===== config.mk =====
export PLATFORM = sky130hd
export DESIGN_NAME = cpu_core
export DESIGN_NICKNAME = d
export VERILOG_FILES = /design/src/source/cpu_pkg.sv /design/src/source/cpu_core.sv /design/src/source/cpu_control.sv /design/src/source/cpu_regfile.sv /design/src/source/cpu_alu.sv
export VERILOG_INCLUDE_DIRS = /design/src /design/src/source
export SDC_FILE = /design/constraint.sdc
export NUM_CORES = 2
export LEC_CHECK = 0
export BUFFER_PORTS_ARGS = -buffer_cell sky130_fd_sc_hd__buf_2
export CAP_MARGIN = 20
export CORE_UTILIZATION = 45
export CTS_CLUSTER_DIAMETER = 40
export DETAILED_ROUTE_END_ITERATION = 10
export PLACE_DENSITY = 0.59
export SETUP_SLACK_MARGIN = 0.5
export SYNTH_ARGS = -nofsm -noshare
export SYNTH_HDL_FRONTEND = slang
export SYNTH_SLANG_ARGS = --single-unit

===== constraint.sdc =====
create_clock -name clk_i -period 46 [get_ports clk_i]
set_input_delay 13.8 -clock clk_i [delete_from_list [all_inputs] [get_ports clk_i]]
set_output_delay 13.8 -clock clk_i [all_outputs]
set_load 0.02 [all_outputs]

===== src/source/cpu_consts.svh =====
`ifndef CPU_CONSTS_SVH
`define CPU_CONSTS_SVH

// first fetch address
`define CPU_RESET_PC 32'h0000_0000

`define CPU_NUM_REGS 16

// instruction fields
`define IR_OP_HI   31
`define IR_OP_LO   24
`define IR_RA_HI   23 // dest, or store source
`define IR_RA_LO   20
`define IR_RB_HI   19
`define IR_RB_LO   16
`define IR_RC_HI   15
`define IR_RC_LO   12
`define IR_FUNC_HI 2
`define IR_FUNC_LO 0
`define IR_IMM_HI  15 // signed immediate
`define IR_IMM_LO  0

// opcodes
`define OP_LDI  8'h01
`define OP_ALU  8'h02
`define OP_LD   8'h03
`define OP_ST   8'h04
`define OP_BEQ  8'h05
`define OP_BNE  8'h06
`define OP_HALT 8'hff

// condition code bits
`define CCR_CARRY 2
`define CCR_LT    1
`define CCR_ZERO  0

`endif

===== src/source/cpu_pkg.sv =====
package cpu_pkg;

  typedef logic [31:0] word_t;
  typedef logic [31:0] addr_t; // byte address
  typedef logic [3:0]  reg_idx_t;
  typedef logic [7:0]  opcode_t;

  typedef enum logic [2:0] {
    ALU_ADD = 3'd0,
    ALU_SUB = 3'd1,
    ALU_AND = 3'd2,
    ALU_OR  = 3'd3,
    ALU_XOR = 3'd4,
    ALU_SHL = 3'd5,
    ALU_SHR = 3'd6
  } alu_func_t;

  // carry, less-than, zero
  typedef logic [2:0] ccr_t;

  typedef enum logic [2:0] {
    S_FETCH,
    S_DECODE,
    S_EXEC,
    S_MEM,
    S_WB,
    S_HALT
  } ctrl_state_t;

  // datapath mux selects
  typedef enum logic [1:0] {PC_HOLD, PC_NEXT, PC_REL} pc_sel_t;

  typedef enum logic {MAR_HOLD, MAR_ALU} mar_sel_t;

  typedef enum logic [1:0] {MDR_HOLD, MDR_BUS, MDR_A} mdr_sel_t;

  typedef enum logic [1:0] {REG_ALU, REG_MDR, REG_IMM} reg_sel_t;

  typedef enum logic {ALU2_B, ALU2_IMM} alu2_sel_t;

  typedef enum logic {ADDR_PC, ADDR_MAR} addr_sel_t;

endpackage


===== src/source/cpu_core.sv =====
`timescale 1ns/1ns
`include "cpu_consts.svh"

module cpu_core
  import cpu_pkg::*;
(
  input  logic  clk_i,
  input  logic  rst_i,
  input  logic  ack_i,
  input  word_t dat_i,
  output logic  cyc_o,
  output logic  we_o,
  output addr_t adr_o,
  output word_t dat_o,
  output logic  halt_o
);

  // control outputs
  pc_sel_t   pc_sel;
  mar_sel_t  mar_sel;
  mdr_sel_t  mdr_sel;
  reg_sel_t  reg_sel;
  alu2_sel_t alu2_sel;
  addr_sel_t addr_sel;
  logic      ir_write;
  logic      a_write;
  logic      b_write;
  logic      ccr_write;
  logic      reg_write;
  reg_idx_t  rd_addr1;
  reg_idx_t  rd_addr2;
  reg_idx_t  wr_addr;
  alu_func_t alu_func;

  // architectural registers and their next values
  addr_t pc;
  addr_t pc_next;
  word_t ir;
  word_t ir_next;
  addr_t mar;
  addr_t mar_next;
  word_t mdr;
  word_t mdr_next;
  word_t a;
  word_t a_next;
  word_t b;
  word_t b_next;
  ccr_t  ccr;
  ccr_t  ccr_next;

  word_t alu_in2;
  word_t alu_out;
  logic  alu_carry;
  logic  alu_negative;
  logic  alu_overflow;
  logic  alu_zero;
  word_t rd_data1;
  word_t rd_data2;
  word_t reg_wr_data;
  word_t imm_sext;

  assign imm_sext = {{16{ir[`IR_IMM_HI]}}, ir[`IR_IMM_HI:`IR_IMM_LO]};

  assign adr_o = (addr_sel == ADDR_MAR) ? mar : pc;
  assign dat_o = we_o ? mdr : '0;

  always_ff @(posedge clk_i or posedge rst_i) begin
    if (rst_i) begin
      pc  <= `CPU_RESET_PC;
      ir  <= '0;
      mar <= '0;
      mdr <= '0;
      a   <= '0;
      b   <= '0;
      ccr <= '0;
    end else begin
      pc  <= pc_next;
      ir  <= ir_next;
      mar <= mar_next;
      mdr <= mdr_next;
      a   <= a_next;
      b   <= b_next;
      ccr <= ccr_next;
    end
  end

  always_comb begin
    case (pc_sel)
      PC_NEXT: pc_next = pc + 32'd4;
      PC_REL:  pc_next = pc + {imm_sext[29:0], 2'b00}; // pc already past the branch
      default: pc_next = pc;
    endcase
    case (mar_sel)
      MAR_ALU: mar_next = alu_out;
      default: mar_next = mar;
    endcase
    case (mdr_sel)
      MDR_BUS: mdr_next = dat_i;
      MDR_A:   mdr_next = a_next; // store data on its way into a
      default: mdr_next = mdr;
    endcase
    case (reg_sel)
      REG_MDR: reg_wr_data = mdr;
      REG_IMM: reg_wr_data = imm_sext;
      default: reg_wr_data = alu_out;
    endcase
    case (alu2_sel)
      ALU2_IMM: alu_in2 = imm_sext;
      default:  alu_in2 = b;
    endcase
    ir_next  = ir_write ? dat_i : ir;
    a_next   = a_write ? rd_data1 : a;
    b_next   = b_write ? rd_data2 : b;
    ccr_next = ccr_write ? {alu_carry, alu_negative ^ alu_overflow, alu_zero} : ccr;
  end

  cpu_control u_control (
    .clk_i       (clk_i),
    .rst_i       (rst_i),
    .ir_i        (ir),
    .ccr_i       (ccr),
    .ack_i       (ack_i),
    .pc_sel_o    (pc_sel),
    .mar_sel_o   (mar_sel),
    .mdr_sel_o   (mdr_sel),
    .reg_sel_o   (reg_sel),
    .alu2_sel_o  (alu2_sel),
    .addr_sel_o  (addr_sel),
    .ir_write_o  (ir_write),
    .a_write_o   (a_write),
    .b_write_o   (b_write),
    .ccr_write_o (ccr_write),
    .reg_write_o (reg_write),
    .rd_addr1_o  (rd_addr1),
    .rd_addr2_o  (rd_addr2),
    .wr_addr_o   (wr_addr),
    .alu_func_o  (alu_func),
    .cyc_o       (cyc_o),
    .we_o        (we_o),
    .halt_o      (halt_o)
  );

  cpu_alu u_alu (
    .a_i        (a),
    .b_i        (alu_in2),
    .func_i     (alu_func),
    .out_o      (alu_out),
    .carry_o    (alu_carry),
    .negative_o (alu_negative),
    .overflow_o (alu_overflow),
    .zero_o     (alu_zero)
  );

  cpu_regfile u_regfile (
    .clk_i      (clk_i),
    .rst_i      (rst_i),
    .rd_addr1_i (rd_addr1),
    .rd_addr2_i (rd_addr2),
    .wr_addr_i  (wr_addr),
    .wr_data_i  (reg_wr_data),
    .wr_en_i    (reg_write),
    .rd_data1_o (rd_data1),
    .rd_data2_o (rd_data2)
  );

endmodule


===== src/source/cpu_control.sv =====
`timescale 1ns/1ns
`include "cpu_consts.svh"

module cpu_control
  import cpu_pkg::*;
(
  input  logic      clk_i,
  input  logic      rst_i,
  input  word_t     ir_i,
  input  ccr_t      ccr_i,
  input  logic      ack_i,
  output pc_sel_t   pc_sel_o,
  output mar_sel_t  mar_sel_o,
  output mdr_sel_t  mdr_sel_o,
  output reg_sel_t  reg_sel_o,
  output alu2_sel_t alu2_sel_o,
  output addr_sel_t addr_sel_o,
  output logic      ir_write_o,
  output logic      a_write_o,
  output logic      b_write_o,
  output logic      ccr_write_o,
  output logic      reg_write_o,
  output reg_idx_t  rd_addr1_o,
  output reg_idx_t  rd_addr2_o,
  output reg_idx_t  wr_addr_o,
  output alu_func_t alu_func_o,
  output logic      cyc_o,
  output logic      we_o,
  output logic      halt_o
);

  ctrl_state_t state;
  ctrl_state_t next_state;
  opcode_t     opcode;
  reg_idx_t    ra;
  reg_idx_t    rb;
  alu_func_t   ir_func;
  logic        bus_done;
  logic        br_taken;

  assign opcode  = ir_i[`IR_OP_HI:`IR_OP_LO];
  assign ra      = ir_i[`IR_RA_HI:`IR_RA_LO];
  assign rb      = ir_i[`IR_RB_HI:`IR_RB_LO];
  assign ir_func = alu_func_t'(ir_i[`IR_FUNC_HI:`IR_FUNC_LO]);

  assign rd_addr2_o = ir_i[`IR_RC_HI:`IR_RC_LO];
  assign wr_addr_o  = ra;

  // bus strobes come straight from the state
  assign cyc_o    = ~rst_i & ((state == S_FETCH) || (state == S_MEM));
  assign we_o     = ~rst_i & (state == S_MEM) & (opcode == `OP_ST);
  assign bus_done = cyc_o & ack_i; // transfer ends on this edge
  assign br_taken = (opcode == `OP_BEQ) ? ccr_i[`CCR_ZERO] : ~ccr_i[`CCR_ZERO];
  assign halt_o   = (state == S_HALT);

  always_ff @(posedge clk_i or posedge rst_i) begin
    if (rst_i) begin
      state <= S_FETCH;
    end else begin
      state <= next_state;
    end
  end

  always_comb begin
    next_state  = state;
    pc_sel_o    = PC_HOLD;
    mar_sel_o   = MAR_HOLD;
    mdr_sel_o   = MDR_HOLD;
    reg_sel_o   = REG_ALU;
    alu2_sel_o  = ALU2_B;
    addr_sel_o  = ADDR_PC;
    ir_write_o  = 1'b0;
    a_write_o   = 1'b0;
    b_write_o   = 1'b0;
    ccr_write_o = 1'b0;
    reg_write_o = 1'b0;
    rd_addr1_o  = rb;
    alu_func_o  = ALU_ADD;
    case (state)
      S_FETCH: begin
        if (bus_done) begin
          ir_write_o = 1'b1;
          pc_sel_o   = PC_NEXT;
          next_state = S_DECODE;
        end
      end
      S_DECODE: begin
        a_write_o = 1'b1; // rb
        b_write_o = 1'b1; // rc
        case (opcode)
          `OP_LDI, `OP_ALU, `OP_LD, `OP_ST, `OP_BEQ, `OP_BNE: next_state = S_EXEC;
          default: next_state = S_HALT; // halt and anything unknown
        endcase
      end
      S_EXEC: begin
        case (opcode)
          `OP_ALU: begin
            alu_func_o  = ir_func;
            ccr_write_o = 1'b1;
            next_state  = S_WB;
          end
          `OP_LD: begin
            alu2_sel_o = ALU2_IMM;
            mar_sel_o  = MAR_ALU;
            next_state = S_MEM;
          end
          `OP_ST: begin
            alu2_sel_o = ALU2_IMM;
            mar_sel_o  = MAR_ALU;
            rd_addr1_o = ra; // a is free once the address is formed
            a_write_o  = 1'b1;
            mdr_sel_o  = MDR_A;
            next_state = S_MEM;
          end
          `OP_BEQ, `OP_BNE: begin
            if (br_taken) begin
              pc_sel_o = PC_REL;
            end
            next_state = S_FETCH;
          end
          `OP_LDI: next_state = S_WB;
          default: next_state = S_HALT;
        endcase
      end
      S_MEM: begin
        addr_sel_o = ADDR_MAR;
        if (bus_done) begin
          if (opcode == `OP_LD) begin
            mdr_sel_o  = MDR_BUS;
            next_state = S_WB;
          end else begin
            next_state = S_FETCH;
          end
        end
      end
      S_WB: begin
        reg_write_o = 1'b1;
        alu_func_o  = ir_func; // a and b still hold the operands
        case (opcode)
          `OP_LDI: reg_sel_o = REG_IMM;
          `OP_LD:  reg_sel_o = REG_MDR;
          default: reg_sel_o = REG_ALU;
        endcase
        next_state = S_FETCH;
      end
      S_HALT: next_state = S_HALT;
      default: next_state = S_HALT;
    endcase
  end

endmodule


===== src/source/cpu_regfile.sv =====
`timescale 1ns/1ns
`include "cpu_consts.svh"

module cpu_regfile
  import cpu_pkg::*;
(
  input  logic     clk_i,
  input  logic     rst_i,
  input  reg_idx_t rd_addr1_i,
  input  reg_idx_t rd_addr2_i,
  input  reg_idx_t wr_addr_i,
  input  word_t    wr_data_i,
  input  logic     wr_en_i,
  output word_t    rd_data1_o,
  output word_t    rd_data2_o
);

  word_t regs [`CPU_NUM_REGS];

  always_ff @(posedge clk_i or posedge rst_i) begin
    if (rst_i) begin
      for (int i = 0; i < `CPU_NUM_REGS; i++) begin
        regs[i] <= '0;
      end
    end else if (wr_en_i) begin
      regs[wr_addr_i] <= wr_data_i;
    end
  end

  // reads are combinational
  assign rd_data1_o = regs[rd_addr1_i];
  assign rd_data2_o = regs[rd_addr2_i];

endmodule


===== src/source/cpu_alu.sv =====
`timescale 1ns/1ns

module cpu_alu
  import cpu_pkg::*;
(
  input  word_t     a_i,
  input  word_t     b_i,
  input  alu_func_t func_i,
  output word_t     out_o,
  output logic      carry_o,
  output logic      negative_o,
  output logic      overflow_o,
  output logic      zero_o
);

  logic [32:0] sum;
  logic [4:0]  shamt;

  assign shamt = b_i[4:0];

  always_comb begin
    sum        = '0;
    out_o      = '0;
    carry_o    = 1'b0;
    overflow_o = 1'b0;
    case (func_i)
      ALU_ADD: begin
        sum        = {1'b0, a_i} + {1'b0, b_i};
        out_o      = sum[31:0];
        carry_o    = sum[32];
        overflow_o = (a_i[31] == b_i[31]) && (out_o[31] != a_i[31]);
      end
      ALU_SUB: begin
        sum        = {1'b0, a_i} - {1'b0, b_i};
        out_o      = sum[31:0];
        carry_o    = sum[32]; // borrow
        overflow_o = (a_i[31] != b_i[31]) && (out_o[31] != a_i[31]);
      end
      ALU_AND: out_o = a_i & b_i;
      ALU_OR:  out_o = a_i | b_i;
      ALU_XOR: out_o = a_i ^ b_i;
      ALU_SHL: out_o = a_i << shamt;
      ALU_SHR: out_o = a_i >> shamt; // logical
      default: out_o = '0;
    endcase
  end

  assign negative_o = out_o[31];
  assign zero_o     = (out_o == '0);

endmodule


==> flow_summary_export.csv <==
group,metric,value,unit
drt,wirelength,167000,um
critical_path,arrival,15.10,ns
drt,num_vias,37200,
power_and_ir_drop,p_seq_frac,0.393,
global_routing,met2_usage,0.510,
critical_path,critical_path_class,"primary input to output port",
timing,slew_violations,0,
global_routing,grt_max_degree,176,
global_routing,grt_use_met1,0.461,
power_and_ir_drop,p_int,1.24,mW
clock_tree,htree_levels,3,
logic_synthesis,yosysWarnings,0,
final_layout,mostFrequentLayoutCell,"nand2_1",
min_path,min_path_type,"flop to flop",
global_routing,grt_pass1_vias,35500,
floorplanning,rows,115,
logic_synthesis,netlist_instances,4432,
drt,dr.pass1.iters,6,
timing,setup_viol_count_final,0,
logic_synthesis,syn_area_per_cell,10.1,sq um
place,gp_congestion,1.07,
clock_tree,cts_setup_buffers,0,
timing,skew,0.0199,ns
clock_tree,cts_num_sinks,706,
timing,rsz0062_at_grt,"false",
power_and_ir_drop,ir_drop,0.0282,mV
logic_synthesis,ys.flop_type,"dfrtp_1",
logic_synthesis,syn_area,0.0446,sq mm
timing,fin_crit_sh,0.628,
drt,drcViolationCount,0,
clock_tree,postCtsResizedCells,0,
clock_tree,cts_root_buf,"clkbuf_16",
final_layout,layout-drive-gt1-share,0.218,
critical_path,r2r_end,"u_regfile.regs[60]$_DFFE_PP0P_",
final_layout,multi_input_area,0.0253,sq mm
drt,wl_per_cell,28.9,um
floorplanning,start_util,0.454,
power_and_ir_drop,power.share.combinational,0.011,
logic_synthesis,synth-edff-count,0,
power_and_ir_drop,clkPwrFrac,0.597,
logic_synthesis,synth_seq_cells,706,
power_and_ir_drop,p_sw,0.340,mW
power_and_ir_drop,leakagePower,22.3,nW
drt,antenna_left,0,
clock_tree,path_clk_slew,0.05,ns
logic_synthesis,ys_async_sr_fraction,1.00,
final_layout,num-nets-final,4556,
global_routing,antenna_found_initial,16,
critical_path,r2r_start,"u_control.state[2]$_DFFE_PP0P_",
global_routing,top_usage_layer,"met2",
final_layout,seqCellArea,0.0177,sq mm
critical_path,rr_worst_depth,22,
power_and_ir_drop,p_sw_frac,0.215,
clock_tree,numCtsBuffers,110,
floorplanning,die_area,0.100,sq mm
timing,final_hold_viol_count,0,
critical_path,worst_setup_path_start_kind,"primary input",
timing,fmax,34.6,MHz
critical_path,ff2ff_setup_slack,37.03,ns
global_routing,grt_pass1_wl,246000,um
floorplanning,ioPinCount,102,
final_layout,layout_common_cells,"818 x nand2_1, 701 x dfrtp_1, 605 x o21ai_0",
critical_path,cp-endpoint,"dat_o[1]",
critical_path,critPathMaxFanout,25,
logic_synthesis,syn_nets,4600,
place,portBuffers,101,
critical_path,cp-end-kind,"output port",
clock_tree,clk-insertion-delay-late,0.70,ns
clock_tree,clockBufferDepth,3,
power_and_ir_drop,p_per_area,31.2,mW/mm^2
place,dp_hpwl,110000,um
global_routing,met3_usage,0.0593,
floorplanning,fp.dieW,317,um
logic_synthesis,synth.distinct_cells,83,
timing,tightest_slew,1.28,ns
drt,vias_per_cell,6.44,
floorplanning,core,0.0983,sq mm
final_layout,area_growth,13.8,%
global_routing,grt-ovfl-total,0,
job,max-cap-violations,0,
critical_path,startpoint,"rst_i",
timing,fin_crit,28.90,ns
timing,finalSetupTns,0,ns
power_and_ir_drop,total_power,1.58,mW
status,status,"finished, final reports clean",
timing,slew_headroom,0.143,
critical_path,worstPathRequired,32.20,ns
global_routing,track_usage,0.335,
drt,initialDrtViolationCount,4275,
final_layout,fillerInstances,8855,
logic_synthesis,ys_seq_area_frac,0.396,
floorplanning,die_h,317,um
clock_tree,cts_tree,"done",
clock_tree,cts.hold.buffers_added,0,
-- worst min-delay path by stage --
stage / startpoint / end / slack [ns] / cells past startpoint
after floorplan: pc[31]$_DFFE_PP0P_ / pc[31]$_DFFE_PP0P_ / 0.44 / 1
after global placement: pc[31]$_DFFE_PP0P_ / pc[31]$_DFFE_PP0P_ / 0.46 / 1
after detailed placement: pc[31]$_DFFE_PP0P_ / pc[31]$_DFFE_PP0P_ / 0.45 / 1
after CTS: pc[31]$_DFFE_PP0P_ / pc[31]$_DFFE_PP0P_ / 0.47 / 1
after global routing: pc[31]$_DFFE_PP0P_ / pc[31]$_DFFE_PP0P_ / 0.47 / 1
final: pc[31]$_DFFE_PP0P_ / pc[31]$_DFFE_PP0P_ / 0.47 / 1
-- flip-flops by register name (all words and copies together), names as in the netlist --
| register | count |
|---|---|
| mdr | 32 |
| mar | 32 |
| ccr | 1 |
| a | 32 |
| ir | 32 |
| pc | 30 |
| b | 32 |
| u_regfile.regs | 512 |
| u_control.state | 3 |
-- power by group through the flow --
stage               logic (mW)  registers (mW)  clock network (mW)
CTS                     0.0174           0.622               0.955
finish                  0.0169           0.622               0.944
global route            0.0196           0.621               0.982
global placement        0.0173           0.632                   0
detailed placement      0.0174           0.632                   0
floorplan              0.00967           0.633                   0
-- synth_stat cells (all sizes together) (11+ instances only) --
master / count / area [sq um]
a22oi: 19 / 143
mux4: 292 / 6580
o31ai: 25 / 188
dfrtp: 706 / 17700
nor2: 134 / 503
a21oi: 129 / 646
and3: 15 / 93.8
o221ai: 11 / 96.3
nor2b: 15 / 93.8
o211ai: 46 / 345
mux2: 205 / 2310
a31oi: 23 / 144
clkbuf: 277 / 1040
xor2: 26 / 228
xnor2: 48 / 420
a221oi: 33 / 289
ha: 131 / 1640
inv: 115 / 432
a2111oi: 11 / 121
a21o: 45 / 338
nand3: 66 / 330
nor3: 50 / 250
nor4: 13 / 81.3
a211oi: 32 / 245
o22ai: 30 / 188
o21a: 15 / 113
o21ai: 608 / 3040
and2: 55 / 344
nand2: 830 / 3120
mux2i: 194 / 1950
buf: 93 / 413
-- metal layers --
| metal | wire (um) | up-vias |
|---|---|---|
| met2 | 75600 | 1808 |
| met4 | 9120 | 6 |
| met5 | 47 | - |
| met1 | 69000 | 18800 |
| met3 | 13200 | 444 |
| li1 | - | 16100 |
-- critical path: stages --
cell    delay (ns)
buf_2         0.15
nor4_2        0.43
buf_4         0.37
and2_1        0.17
buf_2         0.16
-- logic make-up after synthesis --
kind of cell             synth area share
adder cells (fa/ha/maj)            0.0377
flip-flops                          0.396
AO/OA/AOI/OAI                       0.149
multiplexers                        0.243
XOR/XNOR                           0.0145
AND/OR/NAND/NOR                     0.117
buffers and inverters              0.0423
-- through the flow --
| step | instances | hold slack, ns | setup WS, ns | utilization | instance area [sq um] |
|---|---|---|---|---|---|
| after CTS | 5763 | 0.470 | 17.11 | 0.515 | 50600 |
| after global placement | 5556 | 0.457 | 17.12 | 0.472 | 46400 |
| final | 5778 | 0.473 | 17.10 | 0.516 | 50700 |
| after global routing | 5769 | 0.473 | 17.02 | 0.516 | 50700 |
| after detailed placement | 5558 | 0.455 | 17.12 | 0.472 | 46400 |
| after floorplan | 4432 | 0.436 | 12.40 | - | 44600 |
-- area by class of cell --
class | instances | area share
Antenna cell | 10 | 0.000493
Clock buffer | 129 | 0.0589
Clock inverter | 76 | 0.0237
Inverter | 116 | 0.00873
Multi-Input combinational cell | 3240 | 0.499
Sequential cell | 706 | 0.349
Tap cell | 1287 | 0.0317
Timing Repair Buffer | 214 | 0.0292
Power figures use the tool's default switching activity.
